--- src/hdl/soc_pkg.sv ---
package soc_pkg;

	// bus geometry
	localparam int BUS_WIDTH = 32;
	localparam int SEL_WIDTH = 4;
	localparam int BYTE_WIDTH = BUS_WIDTH / SEL_WIDTH;
	localparam int WORD_OFS_WIDTH = $clog2(SEL_WIDTH);

	// address map, top byte picks the slave
	localparam int REGION_MSB = 31;
	localparam int REGION_LSB = 24;
	localparam logic [BUS_WIDTH-1:0] RAM_BASE = 32'h0000_0000;
	localparam logic [BUS_WIDTH-1:0] GPIO_BASE = 32'h0100_0000;

	// on-chip RAM
	localparam int RAM_WORDS = 256;
	localparam int RAM_ADDR_WIDTH = $clog2(RAM_WORDS);

	// gpio register offsets within its region
	localparam int GPIO_WIDTH = 16;
	localparam logic [REGION_LSB-1:0] GPIO_OUT_OFS = 24'h00_0000;
	localparam logic [REGION_LSB-1:0] GPIO_IN_OFS = 24'h00_0004;

	// power-on reset stretch
	localparam int RESET_STRETCH_CYCLES = 16;
	localparam int STRETCH_CNT_WIDTH = $clog2(RESET_STRETCH_CYCLES);

	// master to slave
	typedef struct packed {
		logic [BUS_WIDTH-1:0] adr;
		logic [BUS_WIDTH-1:0] dat;
		logic [SEL_WIDTH-1:0] sel;
		logic                 we;
		logic                 cyc;
		logic                 stb;
	} wb_req_t;

	// slave to master
	typedef struct packed {
		logic [BUS_WIDTH-1:0] dat;
		logic                 ack;
		logic                 err;
	} wb_rsp_t;

endpackage

--- src/hdl/wb_gpio.sv ---
`timescale 1ns/1ps

module wb_gpio import soc_pkg::*; (
	input  logic                  clk,
	input  logic                  reset_i,
	input  wb_req_t               req_i,
	output wb_rsp_t               rsp_o,
	input  logic [GPIO_WIDTH-1:0] gpio_i,
	output logic [GPIO_WIDTH-1:0] gpio_o
);

	logic [REGION_LSB-1:0] ofs;
	logic                  accept;
	logic                  ack_q;
	logic [GPIO_WIDTH-1:0] out_q;
	logic [GPIO_WIDTH-1:0] in_q;
	logic [BUS_WIDTH-1:0]  dat_q;

	assign ofs = req_i.adr[REGION_LSB-1:0];
	assign accept = ~reset_i & req_i.cyc & req_i.stb & ~ack_q;

	always_ff @(posedge clk) begin
		if (reset_i) begin
			ack_q <= 1'b0;
			out_q <= '0;
		end else begin
			ack_q <= accept;
			// only the two low lanes reach the output register
			if (accept && req_i.we && ofs == GPIO_OUT_OFS) begin
				for (int i = 0; i < GPIO_WIDTH / BYTE_WIDTH; i++) begin
					if (req_i.sel[i]) begin
						out_q[i*BYTE_WIDTH +: BYTE_WIDTH] <=
							req_i.dat[i*BYTE_WIDTH +: BYTE_WIDTH];
					end
				end
			end
		end
	end

	// inputs sampled every cycle
	always_ff @(posedge clk) begin
		in_q <= gpio_i;
		if (accept && !req_i.we) begin
			if (ofs == GPIO_OUT_OFS) begin
				dat_q <= BUS_WIDTH'(out_q);
			end else if (ofs == GPIO_IN_OFS) begin
				dat_q <= BUS_WIDTH'(in_q);
			end else begin
				dat_q <= '0;
			end
		end
	end

	assign rsp_o.dat = dat_q;
	assign rsp_o.ack = ack_q;
	assign rsp_o.err = 1'b0;
	assign gpio_o = out_q;

endmodule

--- config.mk ---
export PLATFORM = sky130hd
export DESIGN_NAME = wb_gpio
export DESIGN_NICKNAME = d
export VERILOG_FILES = /design/src/hdl/soc_pkg.sv /design/src/hdl/wb_gpio.sv
export SDC_FILE = /design/constraint.sdc
export NUM_CORES = 1
export LEC_CHECK = 0
export BUFFER_PORTS_ARGS = -buffer_cell sky130_fd_sc_hd__buf_2
export CORE_UTILIZATION = 40
export DETAILED_ROUTE_END_ITERATION = 6
export PLACE_DENSITY = 0.79
export SLEW_MARGIN = 40
export SYNTH_ARGS = -nofsm -noshare
export SYNTH_HDL_FRONTEND = slang
export SYNTH_SLANG_ARGS = --single-unit
--- constraint.sdc ---
create_clock -name clk -period 2.5 [get_ports clk]
set_input_delay 0.5 -clock clk [delete_from_list [all_inputs] [get_ports clk]]
set_output_delay 0.5 -clock clk [all_outputs]
set_load 0.005 [all_outputs]
==> results_dict.tcl <==
set metrics [dict create \
    status "finished clean" \
    fin_setup_tns_ps 0 \
    cts_tree "done" \
    clock_path_buffers 2 \
    p_leak_nw 1.102 \
    clock-skew-final_ps 7.410 \
    worst_pin_slew_ps 594.0 \
    min_period_ps 2004 \
    die_x_um 71.86 \
    hold_path.class "in -> reg" \
    regArea_um2 1141 \
    pin_count 139 \
    synth_cell_types 23 \
    ctsResizeCount 0 \
    dpl.hpwl_um 3118 \
    ff2ff_path_depth 4 \
    start_util_pct 41.32 \
    worstPathArrival_ps 2190 \
    synth_edf_count 16 \
    grt_usage_pct 16.67 \
    nFillCells 435 \
    ys_seq_area_share_pct 58.46 \
    finish.utilization_pct 53.85 \
    hold-path-cell-count 1 \
    numCtsBuffers 5 \
    insertion_delay_ps 300 \
    max_freq_mhz 499.0 \
    setup.worst_path.start "req_i[61]" \
    first_pass_iters 4 \
    post-cts-setup-buffer-count 0 \
    drtIter0Drc 69 \
    ant_nets 0 \
    core_um2 4723 \
    core.rowCount 25 \
    drt-vias-per-instance 4.696 \
    peakVddDrop_v 0.0002257 \
    area_growth_pct 30.32 \
    yosys.area.top_type "dfxtp_1" \
    die_area_um2 5163 \
    setup-violations-final 0 \
    placed_area_um2 2427 \
    synth_common_cells "33 x dfxtp_1, 18 x buf_4, 17 x nor2_1" \
    regToRegEndpoint "gpio_o[0]" \
    synth_cells 177 \
    rsz0062_at_grt "false" \
    r2r_slack_ps 770 \
    vias 1592 \
    power.density_nw_per_um2 598.0 \
    final_nets 360 \
    synth.most_common_cell "dfxtp_1" \
    path_clk_slew_ps 90 \
    die-height_um 71.86 \
    multiInputGateArea_um2 685.7 \
    num_antenna_cells 0 \
    crit_required_ps 2690 \
    grt_pass1_wl_um 6513 \
    synth_top_area_share_pct 33.85 \
    setup.worst_path.end "gpio_o[0]" \
    wl_per_cell_um 12.57 \
    crit_type "in -> reg" \
    avgSynthCellArea_um2 11.03 \
    drt_wl_total_um 4261 \
    cap_violations 0 \
    r2r_start "ack_q" \
    hold_viol_final 0 \
    relSlewSlack_pct 60.40 \
    ys.flop_type "dfxtp_1" \
    place_congestion 0.7431 \
    synthTopCellsByArea "dfxtp_1 34%, edfxtp_1 25%, mux2i_1 8.2%" \
    grt.overflow.total 0 \
    maxSlewViolCount 0 \
    post-route-period-util_pct 80.16 \
    port_buffers 95 \
    drc 0 \
    synth.ff_latch_count 49 \
    critPathLaunchType "primary input" \
    drive_above_1_share_pct 41.18 \
    async_flop_share_pct 0 \
    grt_max_degree 17 \
    final_cell_area_um2 2544 \
    endpoint_kind "flip-flop" \
    grt_pass1_vias 1413 \
    synthesis.area_um2 1952 \
    htreeDepth 2 \
    worstPathMaxFanout 8 \
    antenna_found_initial 0 \
    cts-root-buf "clkbuf_8" \
    synth_warnings 0 \
    ctsHoldBuffers 0 \
    cts_sinks 49 \
]
## worst min-delay path by stage
stage                          from         to  slack (ps)
final                     gpio_i[5]    in_q[5]         300
after global routing      gpio_i[8]    in_q[8]         280
after floorplan           gpio_o[0]  gpio_o[0]         480
after global placement    gpio_o[3]  gpio_o[3]         480
after CTS                 gpio_i[3]    in_q[3]         290
after detailed placement  gpio_o[1]  gpio_o[1]         490
## critical path, cell delays in order
cell	delay, ps
buf_2	90
or4_4	580
or4_1	740
o21ai_1	200
a21oi_1	80
## final cells by class
cell class / instances / share of cell area (%)
clock buffers: 7 / 3.394
clock inverters: 1 / 1.181
inverters: 1 / 0.1476
multi-input cells: 114 / 26.96
flip-flops and latches: 49 / 44.86
well taps: 67 / 3.296
repair buffers: 100 / 20.17
## cell families (layout without fill, tap and decap cells)
family / count (synthesis) / in the layout / share of synthesized area, %
simple gates: 49 / 49 / 15.45
mux: 16 / 16 / 8.205
compound gates: 32 / 32 / 8.205
other cells: 1 / 17 / 0.1921
buf+inv: 30 / 109 / 9.487
flops: 49 / 49 / 58.46
## state kept, by name (all words and copies together), names as in the netlist
name / flops
ack_q: 1
dat_q: 16
gpio_o: 16
in_q: 16
## metrics by stage
step / std cells / total power (W) / setup slack (ps) / hold WS [ps]
2_1_floorplan: 193 / 0.0009201 / 305.6 / 482.9
5_1_grt: 339 / 0.001574 / 436.6 / 284.4
6_report: 339 / 0.001521 / 495.9 / 295.0
4_1_cts: 339 / 0.001523 / 486.6 / 292.7
3_3_place_gp: 331 / 0.0009607 / 227.0 / 477.7
3_5_place_dp: 331 / 0.0009621 / 163.1 / 491.3
## report_power, final
group          internal, W  total, W  switching (W)
registers         0.000837  0.000842     0.00000493
clock network     0.000326  0.000578       0.000252
logic            0.0000550  0.000101      0.0000458
## metal layers
metal  up-vias  global-route usage, %  part of all wire (%)
li1        781                      -                     -
met5         -                      0                     0
met1       741                  20.55                    44
met4         0                  6.318                   1.8
met3         8                  2.954                   4.9
met2        62                  29.04                    49
## placed cells by master, fill, tap and decap left out, types with 3 or more instances in the layout
master,netlist,final
a21oi_1,16,16
buf_2,4,95
buf_4,18,5
clkbuf_8,0,6
conb_1,1,17
dfxtp_1,33,33
edfxtp_1,16,16
mux2i_1,16,16
nand3_1,16,16
nor2_1,17,17
nor4_1,3,3
o21ai_1,16,16
Power figures use the tool's default switching activity.
