==> config.mk <==
export PLATFORM = sky130hd
export DESIGN_NAME = reset_stretch
export DESIGN_NICKNAME = d
export VERILOG_FILES = /design/src/hdl/soc_pkg.sv /design/src/hdl/reset_stretch.sv
export SDC_FILE = /design/constraint.sdc
export NUM_CORES = 1
export LEC_CHECK = 0
export BUFFER_PORTS_ARGS = -buffer_cell sky130_fd_sc_hd__clkbuf_2
export CAP_MARGIN = 40
export CORE_AREA = 5 5 42 44
export CTS_BUF_LIST = sky130_fd_sc_hd__clkbuf_4 sky130_fd_sc_hd__clkbuf_8 sky130_fd_sc_hd__clkbuf_16
export DETAILED_ROUTE_END_ITERATION = 6
export DIE_AREA = 0 0 47 49
export MAX_ROUTING_LAYER = met4
export SYNTH_ARGS = -nofsm -noshare
export SYNTH_HDL_FRONTEND = slang
export SYNTH_SLANG_ARGS = --single-unit
==> constraint.sdc <==
create_clock -name clk -period 1.95 [get_ports clk]
set_input_delay 0.39 -clock clk [delete_from_list [all_inputs] [get_ports clk]]
set_output_delay 0.39 -clock clk [all_outputs]
set_load 0.05 [all_outputs]
==> src/hdl/soc_pkg.sv <==
package soc_pkg;

	// bus geometry
	localparam int BUS_WIDTH = 32;
	localparam int SEL_WIDTH = 4;
	localparam int BYTE_WIDTH = BUS_WIDTH / SEL_WIDTH;
	localparam int WORD_OFS_WIDTH = $clog2(SEL_WIDTH);

	// address map, top byte picks the slave
	localparam int REGION_MSB = 31;
	localparam int REGION_LSB = 24;
	localparam logic [BUS_WIDTH-1:0] RAM_BASE = 32'h0000_0000;
	localparam logic [BUS_WIDTH-1:0] GPIO_BASE = 32'h0100_0000;

	// on-chip RAM
	localparam int RAM_WORDS = 256;
	localparam int RAM_ADDR_WIDTH = $clog2(RAM_WORDS);

	// gpio register offsets within its region
	localparam int GPIO_WIDTH = 16;
	localparam logic [REGION_LSB-1:0] GPIO_OUT_OFS = 24'h00_0000;
	localparam logic [REGION_LSB-1:0] GPIO_IN_OFS = 24'h00_0004;

	// power-on reset stretch
	localparam int RESET_STRETCH_CYCLES = 16;
	localparam int STRETCH_CNT_WIDTH = $clog2(RESET_STRETCH_CYCLES);

	// master to slave
	typedef struct packed {
		logic [BUS_WIDTH-1:0] adr;
		logic [BUS_WIDTH-1:0] dat;
		logic [SEL_WIDTH-1:0] sel;
		logic                 we;
		logic                 cyc;
		logic                 stb;
	} wb_req_t;

	// slave to master
	typedef struct packed {
		logic [BUS_WIDTH-1:0] dat;
		logic                 ack;
		logic                 err;
	} wb_rsp_t;

endpackage

==> src/hdl/reset_stretch.sv <==
`timescale 1ns/1ps

module reset_stretch import soc_pkg::*; (
	input  logic clk,
	input  logic reset_i,
	output logic sys_reset_o,
	output logic sys_ready_o
);

	logic [STRETCH_CNT_WIDTH-1:0] cnt_q;
	logic                         stretch_q;

	// reset_i reaches the fabric at once, the stretch keeps it there
	assign sys_reset_o = reset_i | stretch_q;

	// fabric leaves reset one cycle before ready rises
	always_ff @(posedge clk) begin
		if (reset_i) begin
			cnt_q <= '0;
			stretch_q <= 1'b1;
		end else if (stretch_q) begin
			cnt_q <= cnt_q + 1'b1;
			if (cnt_q == STRETCH_CNT_WIDTH'(RESET_STRETCH_CYCLES - 2)) begin
				stretch_q <= 1'b0;
			end
		end
	end

	always_ff @(posedge clk) begin
		if (reset_i) begin
			sys_ready_o <= 1'b0;
		end else begin
			sys_ready_o <= ~sys_reset_o;
		end
	end

	assert property (@(posedge clk) !reset_i && !$past(reset_i) |-> !$fell(sys_ready_o))
		else $error("sys_ready_o fell while reset_i was low");

endmodule

==> impl_metrics.yaml, run 1 <==
layout:
  multiInputGateArea_um2: 134
  syn_to_final_growth_pct: 19.7
  stdcell_count: 47
  post_route_cells_drive_above_1_share: 0.290
  diodes: 0
  regArea_um2: 120
  finalNetCount: 37
  fillers: 160
yosys:
  synthesis.nets: 29
  synth_top_family_by_area: "simple AND/OR/NAND/NOR gates"
  synth-edff-count: 0
  ys.flop_type: "dfxtp_1"
  synthCells: 25
  synth_warnings: 0
  synth-simple-area-share: 0.202
  ys_types: 15
  ys_ff_latch: 6
  syn_area_per_cell_um2: 10.9
  synth_compound_gate_area_share: 0.110
  ys_seq_area_frac: 0.440
  synth.mux.area_fraction: 0.0550
  async_flop_share: 0
  syn_area_um2: 273
  synth_xor_area_frac: 0.0321
  synthAdderAreaFrac: 0.0917
worst_setup_path:
  crit_buf_inv: 3
  cpLargestDelayFamily: "buffers and inverters"
  path_class: "flip-flop to output port"
  critical_path.startpoint: "stretch_q"
  arrival_ns: 1.10
  crit_fanout: 8
  endpoint: "sys_reset_o"
  r2r_cells: 3
  timing.rr.end: "cnt_q[1]"
  cp.depth: 4
  end_kind: "output port"
  required_ns: 1.56
  critPathMaxStageDelay_ns: 0.29
  worst_path_max_delay_cell: "dfxtp_1"
  timing.rr.start: "cnt_q[0]"
  cp-start-kind: "flip-flop"
  rrSetupSlack_ns: 0.88
  worstPathCellList: "buf_4 -> nor2_1 -> inv_1 -> clkbuf_2"
timing:
  report.final.slew_viol_count: 0
  setup_viol: 0
  fin_worst_skew_ns: 0.00244
  hold_viol: 0
  max_slew_margin: 0.816
  timing.fmax_ghz: 0.669
  worst_pin_slew_ns: 0.277
  holdWs_ns: 0.411
  setup_tns_ns: 0
  fin_ws_ns: 0.456
  rsz0062_at_grt: "false"
  period_needed_ns: 1.49
  fin_crit_sh: 0.766
cts:
  clk_path_buf_depth: 2
  post_cts_buffers: 0
  cts_max_level: 1
  cts_resized: 0
  cts.clk_slew.worst_paths_ns: 0.04
  cts_buffers: 3
  cts-root-buf: "clkbuf_4"
  clk_latency_ns: 0.24
  ctsHoldBuffers: 0
  cts_sinks: 6
  cts_tree: "built"
grt:
  grt-ovfl-total: 0
  grt.total_usage: 0.0513
  grt_max_degree: 9
  grt_pass1_vias: 207
  antenna_found_initial: 0
  grt_pass1_wl_um: 814
power_and_ir_drop:
  peakVddDrop_mv: 0.392
  sw_frac_of_total: 0.210
  fin_total_pwr_mw: 0.261
  powerDensity_nw_per_um2: 799
  power_switching_mw: 0.0548
  p_leak_nw: 0.133
  clkPwrFrac: 0.420
  pwr-share-seq: 0.524
  internal_power_mw: 0.206
  pwr-share-comb: 0.055
routing:
  vias: 189
  viasPerCell: 4.02
  drt_iter0_drc: 0
  routed_wl_um: 426
  first_pass_iters: 1
  final_antenna_net_count: 0
  drcViolationCount: 0
  wl_per_cell_um: 9.06
die:
  dieHeight_um: 49
  start_util: 0.195
  die_x_um: 47
  dieArea_um2: 2300
  boundaryPins: 4
  coreArea_um2: 1400
  std_cell_rows: 14
place:
  routabilityCongestion: 0.626
  dpl_worst_slack_ns: 0.605
  io_buffers: 3
  dp.cells: 44
run:
  cap_violations: 0
status:
  status: "completed"
worst_hold_path:
  min_path_type: "primary input to flip-flop"
==> state kept, by name (all words and copies together) (netlist names) <==
name         count
cnt_q            4
stretch_q        1
sys_ready_o      1
==> Yosys cell counts (2+ instances only) <==
cell	number	area [um^2]
nor2_1	4	15.0
ha_1	2	25.0
inv_1	2	7.51
dfxtp_1	6	120
==> worst register-to-register path, delay by kind of cell, from the launching register on <==
| kind | cells | cell delay, ns |
|---|---|---|
| buffers and inverters | 1 | 0.07 |
| flip-flops | 1 | 0.42 |
| adder cells (fa/ha/maj) | 1 | 0.29 |
| AO/OA/AOI/OAI | 1 | 0.21 |
==> cell type report <==
type / count / area share
multi-input combinational: 16 / 0.410
inverter: 2 / 0.0230
tap: 16 / 0.0613
clock buffer: 3 / 0.0690
timing repair buffer: 4 / 0.0690
sequential: 6 / 0.368
==> metrics by stage <==
step	utilization	instance area, um^2
2_1_floorplan	-	273
3_3_place_gp	0.217	304
3_5_place_dp	0.217	304
4_1_cts	0.233	327
5_1_grt	0.233	327
6_report	0.233	327
==> power groups by stage <==
stage               registers (mW)  clock network (mW)  logic [mW]
global placement             0.139                   0      0.0141
global route                 0.137               0.125      0.0183
detailed placement           0.139                   0      0.0149
floorplan                    0.138                   0      0.0107
finish                       0.137               0.110      0.0144
CTS                          0.137               0.116      0.0149
==> how the worst min path moves through the flow <==
stage                     depth (start not counted)     start  slack [ns]   endpoint
after floorplan                                   1   reset_i        0.46   cnt_q[2]
after global placement                            2  cnt_q[3]        0.51  stretch_q
after detailed placement                          2  cnt_q[3]        0.51  stretch_q
after CTS                                         2   reset_i        0.41   cnt_q[0]
after global routing                              2   reset_i        0.43   cnt_q[1]
final                                             2   reset_i        0.41   cnt_q[2]
==> kinds of logic after synthesis <==
group,Yosys count
AND/OR/NAND/NOR,8
flip-flops,6
AO/OA/AOI/OAI,4
buffers and inverters,3
adder cells (fa/ha/maj),2
XOR/XNOR,1
multiplexers,1
==> layout by cell type, fill, tap and decap left out <==
| master | instances |
|---|---|
| clkbuf_4 | 3 |
| inv_1 | 2 |
| xnor2_1 | 1 |
| nor2_1 | 4 |
| buf_4 | 1 |
| mux2_4 | 1 |
| a211oi_1 | 1 |
| clkbuf_2 | 3 |
| a21bo_1 | 1 |
| nand3b_1 | 1 |
| dfxtp_1 | 6 |
| ha_1 | 2 |
| a21o_1 | 1 |
| nor2b_1 | 1 |
| nand3_1 | 1 |
| a21oi_1 | 1 |
| nand4_4 | 1 |
==> routing by layer <==
| metal | part of all wire | GRT usage | vias to the layer above |
|---|---|---|---|
| met5 | 0 | - | - |
| met4 | 0 | 0 | 0 |
| met3 | 0.056 | 0.0554 | 0 |
| met2 | 0.48 | 0.0724 | 4 |
| met1 | 0.46 | 0.0530 | 89 |
| li1 | - | - | 96 |
(Power assumes the default switching activity.)
==> inputs of run 2 (changes only) <==
==> constraint.sdc (replaced) <==
create_clock -name clk -period 1.5 [get_ports clk]
set_input_delay 0.3 -clock clk [delete_from_list [all_inputs] [get_ports clk]]
set_output_delay 0.3 -clock clk [all_outputs]
set_load 0.05 [all_outputs]
==> run 2 against run 1 <==
Non-clock buffer count did not move; first-iteration DRC count rose by 3; clock skew fell by 0.0021 ns; total power rose by 33%; sequential share of layout area did not move; critical path type unchanged.
==> impl_metrics.yaml, run 2 (synthesis gave the netlist of run 1 again) <==
layout:
  multiInputGateArea_um2: 134
  diodes: 0
  final_common_cell: "dfxtp_1"
  syn_to_final_growth_pct: 19.7
  regMostFlops: "cnt_q"
  post_route_cells_drive_above_1_share: 0.290
  largest_reg_flops: 4
  finalNetCount: 37
  mostFrequentLayoutCells: "dfxtp_1 (6), nor2_1 (4), clkbuf_4 (3), clkbuf_2 (3)"
  largestRegisters: "cnt_q x4, stretch_q x1, sys_ready_o x1"
  regArea_um2: 120
  fillers: 153
  stdcell_area_um2: 327
worst_setup_path:
  r2r_cells: 3
  cp-start-kind: "flip-flop"
  path_class: "flip-flop to output port"
  end_kind: "output port"
  timing.rr.end: "cnt_q[1]"
  arrival_ns: 0.95
  required_ns: 1.20
  crit_fanout: 2
  rrSetupSlack_ns: 0.43
  timing.rr.start: "cnt_q[0]"
timing:
  hold_viol: 0
  fin_worst_skew_ns: 0.000346
  report.final.slew_viol_count: 0
  timing.fmax_ghz: 0.797
  fin_ws_ns: 0.245
  fin_crit_sh: 0.836
  max_slew_margin: 0.817
  rsz0062_at_grt: "false"
  worst_pin_slew_ns: 0.276
  setup_viol: 0
  period_needed_ns: 1.25
  setup_tns_ns: 0
die:
  boundaryPins: 4
  dieArea_um2: 2300
  std_cell_rows: 14
  die_x_um: 47
  dieHeight_um: 49
  coreArea_um2: 1400
  start_util: 0.195
cts:
  cts.clk_slew.worst_paths_ns: 0.05
  cts-root-buf: "clkbuf_4"
  post_cts_buffers: 0
  clk_latency_ns: 0.24
  cts_sinks: 6
  ctsHoldBuffers: 0
  cts_max_level: 1
  clk_path_buf_depth: 2
  cts_buffers: 3
  cts_tree: "built"
  cts_resized: 0
routing:
  drt_iter0_drc: 3
  routed_wl_um: 402
  drcViolationCount: 0
  viasPerCell: 3.87
  first_pass_iters: 3
  final_antenna_net_count: 0
  wl_per_cell_um: 8.55
  vias: 182
status:
  status: "completed"
grt:
  grt.total_usage: 0.0484
  grt_pass1_wl_um: 752
  antenna_found_initial: 0
  grt_pass1_vias: 199
  grt-ovfl-total: 0
  grt_max_degree: 8
power_and_ir_drop:
  powerDensity_nw_per_um2: 1060
  peakVddDrop_mv: 0.361
  fin_total_pwr_mw: 0.347
  p_leak_nw: 0.133
run:
  cap_violations: 0
place:
  dpl_worst_slack_ns: 0.362
  postPlaceCellArea_um2: 304
  io_buffers: 3
  routabilityCongestion: 0.607
worst_hold_path:
  holdCritStartpoint: "reset_i"
  min_path_type: "primary input to flip-flop"
  holdPathEnd: "cnt_q[0]"
  holdPathStages: 2
run 2: area by class of cell:
type | instances | share of cell area
Multi-Input combinational cell | 16 | 0.410
Inverter | 2 | 0.0230
Clock buffer | 3 | 0.0690
Sequential cell | 6 | 0.368
Tap cell | 16 | 0.0613
Timing Repair Buffer | 4 | 0.0690
run 2: critical path, cell delays in order (launching register included):
cell and delay [ns]:
dfxtp_1 0.30, nor2_1 0.13, inv_1 0.05, clkbuf_2 0.23
run 2: routing by layer:
layer  GRT usage  vias to the layer above  part of all wire
li1            -                       95                 -
met1      0.0485                       85              0.40
met2      0.0679                        2              0.55
met3      0.0111                        0             0.040
met4      0.0553                        0                 0
met5           -                        -                 0
run 2: worst max path at each step:
stage / from / endpoint / slack, ns / cells after the start
finish: stretch_q / sys_reset_o / 0.25 / 3
global route: stretch_q / sys_reset_o / 0.16 / 3
CTS: stretch_q / sys_reset_o / 0.24 / 3
detailed placement: reset_i / sys_reset_o / 0.36 / 4
global placement: reset_i / sys_reset_o / 0.37 / 4
floorplan: stretch_q / sys_reset_o / 0.42 / 3
run 2: through the flow:
| stage | util | hold WS [ns] | cells |
|---|---|---|---|
| after floorplan | - | 0.369 | 25 |
| after global placement | 0.217 | 0.411 | 44 |
| after detailed placement | 0.217 | 0.413 | 44 |
| after CTS | 0.233 | 0.301 | 47 |
| after global routing | 0.233 | 0.324 | 47 |
| final | 0.233 | 0.310 | 47 |
run 2: power breakdown:
part	leakage (nW)	total (mW)	internal, mW	switching [mW]
clock network	0.0138	0.150	0.0906	0.0595
logic	0.0700	0.0190	0.0107	0.00830
registers	0.0490	0.178	0.167	0.0107
