==> src/hdl/soc_pkg.sv <==
package soc_pkg;

	// bus geometry
	localparam int BUS_WIDTH = 32;
	localparam int SEL_WIDTH = 4;
	localparam int BYTE_WIDTH = BUS_WIDTH / SEL_WIDTH;
	localparam int WORD_OFS_WIDTH = $clog2(SEL_WIDTH);

	// address map, top byte picks the slave
	localparam int REGION_MSB = 31;
	localparam int REGION_LSB = 24;
	localparam logic [BUS_WIDTH-1:0] RAM_BASE = 32'h0000_0000;
	localparam logic [BUS_WIDTH-1:0] GPIO_BASE = 32'h0100_0000;

	// on-chip RAM
	localparam int RAM_WORDS = 256;
	localparam int RAM_ADDR_WIDTH = $clog2(RAM_WORDS);

	// gpio register offsets within its region
	localparam int GPIO_WIDTH = 16;
	localparam logic [REGION_LSB-1:0] GPIO_OUT_OFS = 24'h00_0000;
	localparam logic [REGION_LSB-1:0] GPIO_IN_OFS = 24'h00_0004;

	// power-on reset stretch
	localparam int RESET_STRETCH_CYCLES = 16;
	localparam int STRETCH_CNT_WIDTH = $clog2(RESET_STRETCH_CYCLES);

	// master to slave
	typedef struct packed {
		logic [BUS_WIDTH-1:0] adr;
		logic [BUS_WIDTH-1:0] dat;
		logic [SEL_WIDTH-1:0] sel;
		logic                 we;
		logic                 cyc;
		logic                 stb;
	} wb_req_t;

	// slave to master
	typedef struct packed {
		logic [BUS_WIDTH-1:0] dat;
		logic                 ack;
		logic                 err;
	} wb_rsp_t;

endpackage

==> src/hdl/wb_decoder.sv <==
`timescale 1ns/1ps

module wb_decoder import soc_pkg::*; (
	input  logic    clk,
	input  logic    reset_i,
	input  wb_req_t bus_req_i,
	output wb_rsp_t bus_rsp_o,
	output wb_req_t ram_req_o,
	input  wb_rsp_t ram_rsp_i,
	output wb_req_t gpio_req_o,
	input  wb_rsp_t gpio_rsp_i
);

	logic [REGION_MSB-REGION_LSB:0] region;
	logic                           hit_ram;
	logic                           hit_gpio;
	logic                           unmapped;
	logic                           err_q;

	assign region = bus_req_i.adr[REGION_MSB:REGION_LSB];
	assign hit_ram = (region == RAM_BASE[REGION_MSB:REGION_LSB]);
	assign hit_gpio = (region == GPIO_BASE[REGION_MSB:REGION_LSB]);
	assign unmapped = ~hit_ram & ~hit_gpio;

	// both slaves see the request, only the strobe is steered
	always_comb begin
		ram_req_o = bus_req_i;
		gpio_req_o = bus_req_i;
		ram_req_o.stb = bus_req_i.stb & hit_ram;
		gpio_req_o.stb = bus_req_i.stb & hit_gpio;
	end

	// no slave behind this region, answer err once per strobe
	always_ff @(posedge clk) begin
		if (reset_i) begin
			err_q <= 1'b0;
		end else begin
			err_q <= bus_req_i.cyc & bus_req_i.stb & unmapped & ~err_q;
		end
	end

	// address is held until ack or err, so it still selects the responder
	always_comb begin
		if (hit_ram) begin
			bus_rsp_o = ram_rsp_i;
		end else if (hit_gpio) begin
			bus_rsp_o = gpio_rsp_i;
		end else begin
			bus_rsp_o = '0;
		end
		bus_rsp_o.err = bus_rsp_o.err | err_q;
	end

	assert property (@(posedge clk) disable iff (reset_i)
			!(ram_req_o.stb && gpio_req_o.stb))
		else $error("ram and gpio strobes high together");

	// slave ack and decoder err must never collide
	assert property (@(posedge clk) disable iff (reset_i)
			!(bus_rsp_o.ack && bus_rsp_o.err))
		else $error("ack and err high together on the master port");

endmodule

==> config.mk <==
export PLATFORM = sky130hd
export DESIGN_NAME = wb_decoder
export DESIGN_NICKNAME = d
export VERILOG_FILES = /design/src/hdl/soc_pkg.sv /design/src/hdl/wb_decoder.sv
export SDC_FILE = /design/constraint.sdc
export NUM_CORES = 1
export LEC_CHECK = 0
export BUFFER_PORTS_ARGS = -buffer_cell sky130_fd_sc_hd__buf_2
export CAP_MARGIN = 30
export CELL_PAD_IN_SITES_DETAIL_PLACEMENT = 1
export CELL_PAD_IN_SITES_GLOBAL_PLACEMENT = 1
export CORE_AREA = 2 2 123 125
export CTS_BUF_LIST = sky130_fd_sc_hd__clkbuf_4 sky130_fd_sc_hd__clkbuf_8
export CTS_CLUSTER_SIZE = 8
export DETAILED_ROUTE_END_ITERATION = 16
export DIE_AREA = 0 0 125 127
export GPL_TIMING_DRIVEN = 0
export PLACE_DENSITY = 0.7
export SYNTH_ARGS = -nofsm -noshare
export SYNTH_HDL_FRONTEND = slang
export SYNTH_SLANG_ARGS = --single-unit
==> constraint.sdc <==
create_clock -name clk -period 2.4 [get_ports clk]
set_input_delay 0.12 -clock clk [delete_from_list [all_inputs] [get_ports clk]]
set_output_delay 0.12 -clock clk [all_outputs]
set_load 0.02 [all_outputs]
==> results of run 1 <==
Yosys cell counts:
cell type,number,share of area [%]
o21a_1,1,0.39
nor4bb_1,1,0.53
clkbuf_1,1,0.20
mux2i_1,34,18
or3_1,1,0.33
buf_4,140,55
inv_1,3,0.59
buf_12,3,3.2
o31ai_1,1,0.39
nor3_2,30,16
nor3_1,3,0.79
nor4_1,2,0.66
or4_4,1,0.59
buf_6,1,0.59
buf_2,7,1.8
dfxtp_1,1,1.1
final cells by class:
cell class              instances  area [µm²]
fillers                      1851       11000
repair buffers                254        1270
plain buffers                 152        1160
multi-input cells              74         711
well taps                     184         230
flip-flops and latches          1        20.0
inverters                       3        11.3
logic make-up (layout without fill, tap and decap cells):
group | after synthesis | in the layout | synth area share, %
buffers and inverters | 155 | 409 | 61.6
and+or+nand+nor | 38 | 38 | 18.7
muxes | 34 | 34 | 17.9
AOI/OAI and AO/OA | 2 | 2 | 0.789
DFF | 1 | 1 | 1.05
report_power, final:
part / switching (µW) / internal (µW)
Clock: 0 / 0
Combinational: 308 / 309
Sequential: 0.337 / 17.7
Total: 308 / 327
per-stage QoR:
step,utilization (%),cells
final,23.6,668
after detailed placement,23.6,668
after global placement,23.6,668
after global routing,23.6,668
after floorplan,-,230
after CTS,23.6,668
critical path, delay by kind of cell:
family / cells / cell delay, ns
buf+inv: 4 / 0.87
simple gates: 2 / 0.57
path summary, 6_finish.rpt:
| check | from | end | slack, ns | cells after the start |
|---|---|---|---|---|
| setup / recovery | bus_req_i[68] | bus_rsp_o[32] | 0.72 | 6 |
| hold / removal | reset_i | err_q | 0.38 | 3 |
| setup reg to reg | err_q | err_q | 1.64 | 2 |
| hold reg to reg | err_q | err_q | 0.50 | 2 |
metal layers:
layer  share of wire, %  routed length [µm]  up-vias
met5                  0                   0        -
met4               0.26                  19        0
met3                 11                 769        2
met2                 57                4070      161
met1                 33                2340     1006
li1                   -                   -     1126
==> metrics.md, run 1 <==
| Metric | Value |
|---|---|
| Status | `completed` |
| Setup WS pre-CTS | `0.650 ns` |
| Commonest non-fill, non-tap cell in the layout | `buf_2` |
| Maximum clock frequency | `594 MHz` |
| CP Launch Type | `input pin` |
| Most frequent cells in the layout | `buf_2 (261), buf_4 (140), mux2i_1 (34)` |
| Ys Warns | `0` |
| Grt ovf | `0` |
| Lkg Pwr | `0.00204 µW` |
| Slowest-stage cell, CP | `or3_1` |
| Seq/Total Area, Yosys | `1.05%` |
| Peak VDD IR | `0.0877 mV` |
| Global routing's busiest layer | `met2` |
| Dpl hpwl | `6650 µm` |
| Pin count of the biggest net entering global routing | `11` |
| 1st-iter DRT viols | `36` |
| Core Area | `0.0144 mm²` |
| Worst hold slack | `0.377 ns` |
| Setup TNS | `0 ns` |
| Clock Latency Late Sink | `0 ns` |
| Clk slew on worst S/H paths | `0 ns` |
| Router iterations before antenna repair | `4` |
| Ant. Diodes | `0` |
| Met1 Usage GRT | `7.63%` |
| Final hold vios | `0` |
| Synth Cell Area | `0.00190 mm²` |
| Crit path cell chain | `buf_2 -> or3_1 -> clkbuf_1 -> buf_2 -> nor3_2 -> buf_2` |
| Crit Path Category | `in -> out` |
| First-pass GRT wire length | `10500 µm` |
| Post_cts resized | `0` |
| Fin area | `0.00340 mm²` |
| Worst slew margin | `65.6%` |
| GP Congestion | `0.750` |
| Grt met3 use | `1.76%` |
| Routed Wire Length | `7210 µm` |
| Largest stage delay, worst path | `0.36 ns` |
| Synthesized area per cell | `8.27 µm²` |
| Gate Count Post-Synth | `230` |
| I/O Pins | `317` |
| Final setup skew | `0 ns` |
| Final setup fails | `0` |
| Nets | `627` |
| Final Max Tran Viols | `0` |
| DP Area | `0.00340 mm²` |
| Layout cells sized above 1 | `90.1%` |
| Top flop regs | `err_q x1` |
| Tcrit/Tclk final | `70.2%` |
| Max Fanout on Critical Path | `10` |
| Die extent in x | `125 µm` |
| Fin crit period | `1.68 ns` |
| Vias | `2295` |
| Final ANT Viol Nets | `0` |
| Post-synth cell types | `16` |
| Met2 track demand over resource | `16.6%` |
| Hold Buf Count CTS | `0` |
| Total global-route track usage | `7.68%` |
| Number of setup buffers added after CTS | `0` |
| Vias in the first global route | `2263` |
| Power Dens Cells | `186 mW/mm²` |
| Total Power | `635 µW` |
| IO Port Bufs | `254` |
| Most used cell, CP | `buf_2` |
| Syn nets | `371` |
| Cell row count | `44` |
| Maxcap violations | `0` |
| Hold crit path type | `in -> reg` |
| WL/cell | `10.8 µm` |
| Setup WS post-layout | `0.715 ns` |
| Antenna violations before repair | `0` |
| FF+latch count, synth | `1` |
| RSZ-0062 raised after global routing | `false` |
| Initial Util | `13.2%` |
| Worst Path Required | `2.28 ns` |
| Vias/cell | `3.44` |
| Largest register by flop count | `err_q` |
| Slew @ Worst Pin | `0.517 ns` |
| Drt drc | `0` |
| Crit end category | `output port` |
| Total die area | `0.0159 mm²` |
| CP arrival | `1.56 ns` |
| Height of the die | `127 µm` |
| Area Overhead vs Synth | `78.9%` |
| Max FFs per register | `1` |
Note: power is estimated with default switching activity, not from simulation.
==> inputs of run 2 (changes only) <==
- ABC_AREA: default -> 1
- CORE_AREA: 2 2 123 125 -> 2 2 122 124
- DIE_AREA: 0 0 125 127 -> 0 0 124 126
- PLACE_DENSITY: 0.7 -> 0.73
- clock period: 2.4 -> 1.65 ns (I/O delays scaled with it)
==> run 2 against run 1 <==
Compared with the run above:
- sequential cell count is the same
- setup slack lost 0.38 ns
- critical path depth is 2 higher
- synthesized cell count rose by 19%
- sequential share of layout area is essentially flat
- combinational power increased by 27%
- area after synthesis decreased by 14%
- cell count grew 6.6%
- critical path type unchanged
- utilization down 1.7 points
- wire length rose by 8.8%
==> metrics.md, run 2 <==
| Metric | Value |
|---|---|
| Status | `completed` |
| Vias/cell | `3.36 (-2.3%)` |
| CP Launch Point | `bus_req_i[70]` |
| R2r startpoint | `err_q` |
| R2R depth | `3 (+1)` |
| Router iterations before antenna repair | `4 (unchanged)` |
| Hold Buf Count CTS | `0 (unchanged)` |
| Die extent in x | `124 µm (-0.80%)` |
| R2R Path End | `err_q` |
| Drt drc | `0 (unchanged)` |
| 1st-iter DRT viols | `35 (-2.8%)` |
| Height of the die | `126 µm (-0.79%)` |
| Routed Wire Length | `7840 µm (+8.8%)` |
| Layout cells sized above 1 | `77.1% (-13 points)` |
| EDFF count, synth | `0 (unchanged)` |
| Final hold vios | `0 (unchanged)` |
| Total global-route track usage | `8.51% (+0.83 points)` |
| IO Port Bufs | `255 (+0.39%)` |
| Worst slew margin | `81.7% (+16 points)` |
| Crit Path Category | `in -> out` |
| Area Overhead vs Synth | `92.1%` |
| Ys Warns | `0 (unchanged)` |
| Fillers | `1895 (+2.4%)` |
| Clk slew on worst S/H paths | `0 ns (unchanged)` |
| Ys flop type | `dfxtp_1` |
| CP arrival | `1.24 ns (-0.32 ns)` |
| Initial Util | `11.4% (-1.8 points)` |
| FF+latch count, synth | `1 (unchanged)` |
| Cell row count | `44 (unchanged)` |
| Top flop regs | `err_q x1` |
| Stages on worst setup path | `8 (+2)` |
| Post-synth top area cell | `buf_4` |
| WL/cell | `11.0 µm (+2.1%)` |
| Crit end category | `output port` |
| Setup TNS | `0 ns (unchanged)` |
| Post_cts resized | `0 (unchanged)` |
| Clock Latency Late Sink | `0 ns (unchanged)` |
| Power Dens Cells | `257 mW/mm² (+38%)` |
| Most frequent cell after synthesis | `buf_4` |
| GP Congestion | `0.751 (+0.20%)` |
| Final setup skew | `0 ns (unchanged)` |
| CP Launch Type | `input pin` |
| Asr flop ratio synth | `0% (unchanged)` |
| Vias in the first global route | `2279 (+0.71%)` |
| Placed Cells | `712 (+6.6%)` |
| Slowest-stage cell, CP | `nor2_4` |
| RSZ-0062 raised after global routing | `false` |
| Peak VDD IR | `0.115 mV (+31%)` |
| Grt ovf | `0 (unchanged)` |
| Fin crit period | `1.32 ns` |
| Maximum clock frequency | `758 MHz` |
| Share of the synthesized area in the top cell type | `64.3% (+9.0 points)` |
| Final Max Tran Viols | `0 (unchanged)` |
| Final setup fails | `0 (unchanged)` |
| Max Fanout on Critical Path | `10 (unchanged)` |
| Worst Path Required | `1.57 ns (-0.71 ns)` |
| Total die area | `0.0156 mm² (-1.6%)` |
| Most frequent cells in the layout | `buf_2 (255), buf_4 (140), nand2_1 (103)` |
| Crit path max-delay family | `simple AND/OR/NAND/NOR gates` |
| Seq/Total Area, Yosys | `1.22% (+0.17 points)` |
| Antenna violations before repair | `0 (unchanged)` |
| Lkg Pwr | `0.00213 µW (+4.2%)` |
| Ant. Diodes | `0 (unchanged)` |
| Core Area | `0.0143 mm² (-0.76%)` |
| Hold crit path type | `in -> reg` |
| Post-synth top cells | `buf_4 (140), nand2_1 (103), nor2_1 (7)` |
| Synth Cell Area | `0.00164 mm² (-14%)` |
| Number of setup buffers added after CTS | `0 (unchanged)` |
| Largest stage delay, worst path | `0.27 ns (-0.09 ns)` |
| Dpl hpwl | `7380 µm (+11%)` |
| Pin count of the biggest net entering global routing | `11 (unchanged)` |
| Final Non-Filler Cells | `712 (+6.6%)` |
| Nets | `671 (+7.0%)` |
| Synth area leaders | `buf_4 (64%), nand2_1 (24%), buf_6 (4.1%)` |
| Synthesized area per cell | `5.99 µm² (-28%)` |
| Hold path startpoint | `reset_i` |
| Final ANT Viol Nets | `0 (unchanged)` |
| Largest register by flop count | `err_q` |
| Critical Path Sink | `bus_rsp_o[16]` |
| Buf+Inv Stages, Crit Path | `3 (-1)` |
| Commonest non-fill, non-tap cell in the layout | `buf_2` |
| Gate Count Post-Synth | `273 (+19%)` |
| Maxcap violations | `0 (unchanged)` |
| Max FFs per register | `1 (unchanged)` |
| Worst hold slack | `0.381 ns (+0.00441 ns)` |
| WHS Path Cells | `4 (+1)` |
| Post-synth cell types | `13 (-3)` |
| Tcrit/Tclk final | `79.9%` |
| Vias | `2390 (+4.1%)` |
| I/O Pins | `317 (unchanged)` |
| Syn nets | `414 (+12%)` |
| Setup slack, reg-to-reg | `0.93 ns (-0.71 ns)` |
| First-pass GRT wire length | `10800 µm (+3.0%)` |
| Slew @ Worst Pin | `0.274 ns (-0.242 ns)` |
| Crit path cell chain | `buf_2 -> nor2_1 -> nand2_2 -> nor2_4 -> buf_6 -> nand2_1 -> nand2_1 -> buf_2` |
==> run 2: cell count changes after synthesis, sizes merged, moves of 2 or more <==
cell,before,now
nand2,0,106
mux2i,34,0
nor3,33,2
nor2,0,8
buf,151,146
inv,3,7
nand3,0,2
nor4,2,0
==> run 2: per-layer routing <==
layer  vias up  GRT usage (%)  share of wire [%]
li1       1184              -                  -
met1      1033           8.68                 33
met2       171           18.2                 55
met5         -              0                  0
met4         0          0.132               0.15
met3         2           1.54                 12
==> run 2: layout make-up <==
class	instances	area [µm²]	share of cell area, %
multi-input combinational	119	468	14.9
buffer	146	1120	35.6
tap	184	230	7.33
inverter	7	28.8	0.916
sequential	1	20.0	0.637
timing repair buffer	255	1280	40.6
==> run 2: report_power, final <==
group	switching (µW)	internal, µW
sequential	0.572	25.7
combinational	383	397
clock	0	0
==> run 2: how the worst min path moves through the flow <==
stage / slack [ns] / to
after CTS: 0.38 / ram_req_o[10]
final: 0.38 / err_q
after global routing: 0.39 / gpio_req_o[58]
after floorplan: 0.25 / err_q
after global placement: 0.38 / gpio_req_o[5]
after detailed placement: 0.38 / ram_req_o[10]
==> run 2: kinds of logic (layout without fill, tap and decap cells) <==
family,after synthesis,in the layout,synth area share (%)
buffers and inverters,153,408,70.2
and+or+nand+nor,118,118,28.3
AOI/OAI and AO/OA,1,1,0.306
DFF,1,1,1.22
==> run 2: worst reg2reg max path: stages, from the launching register on <==
cell     delay [ns]
dfxtp_1        0.29
nor3_1         0.16
o21ai_0        0.12
nor2_1         0.09
==> run 2: metrics by stage <==
stage | cell area, µm² | power [µW] | setup slack [ns] | utilization [%]
after floorplan | 1640 | 543 | 0.732 | -
after global placement | 3140 | 803 | 0.255 | 21.9
after detailed placement | 3140 | 814 | 0.259 | 21.9
after CTS | 3140 | 816 | 0.259 | 21.9
after global routing | 3140 | 861 | 0.189 | 21.9
final | 3140 | 807 | 0.331 | 21.9
==> inputs of run 3 (changes only) <==
- clock period: 1.65 -> 1.4 ns (I/O delays scaled with it)
==> run 3 against run 2 <==
Compared with the run above:
- cell count increased by 0.28%
- sequential power increased by 18%
- largest power group unchanged
- final area increased by 0.48%
- die area unchanged
- critical endpoint is now bus_rsp_o[2]
- via count grew 0.17%
- sequential share of layout area about the same
- hold slack lost 0.025 ns
- sequential cell count stayed put
==> metrics.md, run 3 (synthesis results as in run 2) <==
| Metric | Value |
|---|---|
| Status | `completed` |
| WL/cell | `11.0 µm (-0.17%)` |
| Max Fanout on Critical Path | `10 (unchanged)` |
| Total global-route track usage | `8.51% (unchanged)` |
| Vias in the first global route | `2279 (unchanged)` |
| Die extent in x | `124 µm (unchanged)` |
| Most used cell, CP | `nand2_1` |
| Buf+Inv Stages, Crit Path | `4 (+1)` |
| Vias/cell | `3.35 (-0.11%)` |
| Most frequent cells in the layout | `buf_2 (255), buf_4 (142), nand2_1 (103)` |
| Hold path startpoint | `bus_req_i[10]` |
| WHS Endpoint | `ram_req_o[10]` |
| Fillers | `1894 (-0.053%)` |
| Router iterations before antenna repair | `4 (unchanged)` |
| Area Overhead vs Synth | `93.0%` |
| Tcrit/Tclk final | `89.1%` |
| Ant. Diodes | `0 (unchanged)` |
| Drt drc | `0 (unchanged)` |
| Grt ovf | `0 (unchanged)` |
| Final hold vios | `0 (unchanged)` |
| IO Port Bufs | `255 (unchanged)` |
| Routed Wire Length | `7850 µm (+0.11%)` |
| Crit path cell chain | `buf_2 -> nor2_1 -> nand2_1 -> nor2_4 -> buf_4 -> buf_6 -> nand2_1 -> nand2_1 -> buf_2` |
| R2R depth | `3 (unchanged)` |
| Lkg Pwr | `0.00214 µW (+0.51%)` |
| Commonest non-fill, non-tap cell in the layout | `buf_2` |
| CP arrival | `1.18 ns (-0.06 ns)` |
| Worst slew margin | `87.1% (+5.4 points)` |
| Crit path max-delay family | `buffers and inverters` |
| Fin crit period | `1.25 ns` |
| CP Launch Type | `input pin` |
| Setup TNS | `0 ns (unchanged)` |
| Antenna violations before repair | `0 (unchanged)` |
| Pin count of the biggest net entering global routing | `11 (unchanged)` |
| Final Util | `22.1% (+0.10 points)` |
| Height of the die | `126 µm (unchanged)` |
| Final ANT Viol Nets | `0 (unchanged)` |
| Total die area | `0.0156 mm² (unchanged)` |
| Sw power | `452 µW (+18%)` |
| Total Power | `951 µW (+18%)` |
| Vias | `2394 (+0.17%)` |
| RSZ-0062 raised after global routing | `false` |
| Number of setup buffers added after CTS | `0 (unchanged)` |
| Nets | `673 (+0.30%)` |
| Hold crit path type | `in -> out` |
| Layout cells sized above 1 | `77.2% (+0.086 points)` |
| Final setup skew | `0 ns (unchanged)` |
| Worst Path Required | `1.33 ns (-0.24 ns)` |
| Crit end category | `output port` |
| Slowest-stage cell, CP | `buf_2` |
| Peak VDD IR | `0.136 mV (+18%)` |
| Crit Path Category | `in -> out` |
| Power Dens Cells | `301 mW/mm² (+17%)` |
| Cell row count | `44 (unchanged)` |
| First-pass GRT wire length | `10800 µm (unchanged)` |
| Top flop regs | `err_q x1` |
| Post_cts resized | `0 (unchanged)` |
| Logic pwr share | `96.7% (about the same)` |
| Slew @ Worst Pin | `0.192 ns (-0.0820 ns)` |
| Setup slack, reg-to-reg | `0.68 ns (-0.25 ns)` |
| R2r startpoint | `err_q` |
| I/O Pins | `317 (unchanged)` |
| Maximum clock frequency | `801 MHz` |
| Clock Latency Late Sink | `0 ns (unchanged)` |
| Maxcap violations | `0 (unchanged)` |
| GP Congestion | `0.751 (unchanged)` |
| Final setup fails | `0 (unchanged)` |
| Core Area | `0.0143 mm² (unchanged)` |
| Hold Buf Count CTS | `0 (unchanged)` |
| Largest register by flop count | `err_q` |
| Largest stage delay, worst path | `0.16 ns (-0.11 ns)` |
| WHS Path Cells | `2 (-2)` |
| Switching portion of total power | `47.5% (about the same)` |
| Final Max Tran Viols | `0 (unchanged)` |
| Dpl hpwl | `7380 µm (unchanged)` |
| Max FFs per register | `1 (unchanged)` |
| 1st-iter DRT viols | `36 (+2.9%)` |
| Flop pwr share | `3.3% (about the same)` |
| R2R Path End | `err_q` |
| Cell-internal power | `499 µW (+18%)` |
| Clock power share | `0% (unchanged)` |
| Initial Util | `11.4% (unchanged)` |
==> run 3: worst register-to-register path: stages, from the launching register on <==
cell and delay, ns:
dfxtp_1 0.29, nor3_1 0.16, o21ai_0 0.12, nor2_1 0.09
==> run 3: cell type report <==
cell class / instances / area, µm² / area share (%)
inverter: 7 / 28.8 / 0.912
tap: 184 / 230 / 7.29
timing repair buffer: 257 / 1290 / 40.9
buffer: 146 / 1120 / 35.4
sequential: 1 / 20.0 / 0.634
multi-input combinational: 119 / 468 / 14.8
==> run 3: worst max path at each step <==
| stage | start | to | slack (ns) | depth (start not counted) |
|---|---|---|---|---|
| after detailed placement | bus_req_i[70] | bus_rsp_o[16] | 0.03 | 8 |
| after CTS | bus_req_i[70] | bus_rsp_o[16] | 0.03 | 8 |
| after global routing | bus_req_i[70] | bus_rsp_o[16] | 0.02 | 10 |
| after global placement | bus_req_i[70] | bus_rsp_o[16] | 0.03 | 8 |
| after floorplan | bus_req_i[70] | bus_rsp_o[20] | 0.51 | 6 |
| final | bus_req_i[63] | bus_rsp_o[2] | 0.15 | 9 |
==> run 3: per-stage QoR <==
step | cells | worst slack (ns) | hold WS, ns | instance area (µm²)
final | 714 | 0.152 | 0.357 | 3160
after global routing | 714 | 0.0224 | 0.361 | 3160
after CTS | 712 | 0.0338 | 0.358 | 3140
after detailed placement | 712 | 0.0337 | 0.358 | 3140
after global placement | 712 | 0.0304 | 0.357 | 3140
after floorplan | 273 | 0.507 | 0.236 | 1640
==> run 3: power by group through the flow <==
stage          clock network, µW  logic, µW  registers, µW
6_report                       0        920           31.0
5_1_grt                        0        984           31.1
4_1_cts                        0        931           31.1
3_5_place_dp                   0        929           31.1
3_3_place_gp                   0        916           31.1
2_1_floorplan                  0        609           30.7
==> run 3: layer usage <==
metal	GRT usage, %	share of wire (%)	routed length (µm)
met2	18.2	55	4300
met3	1.54	12	973
met1	8.68	33	2560
met4	0.132	0.15	12
met5	0	0	0
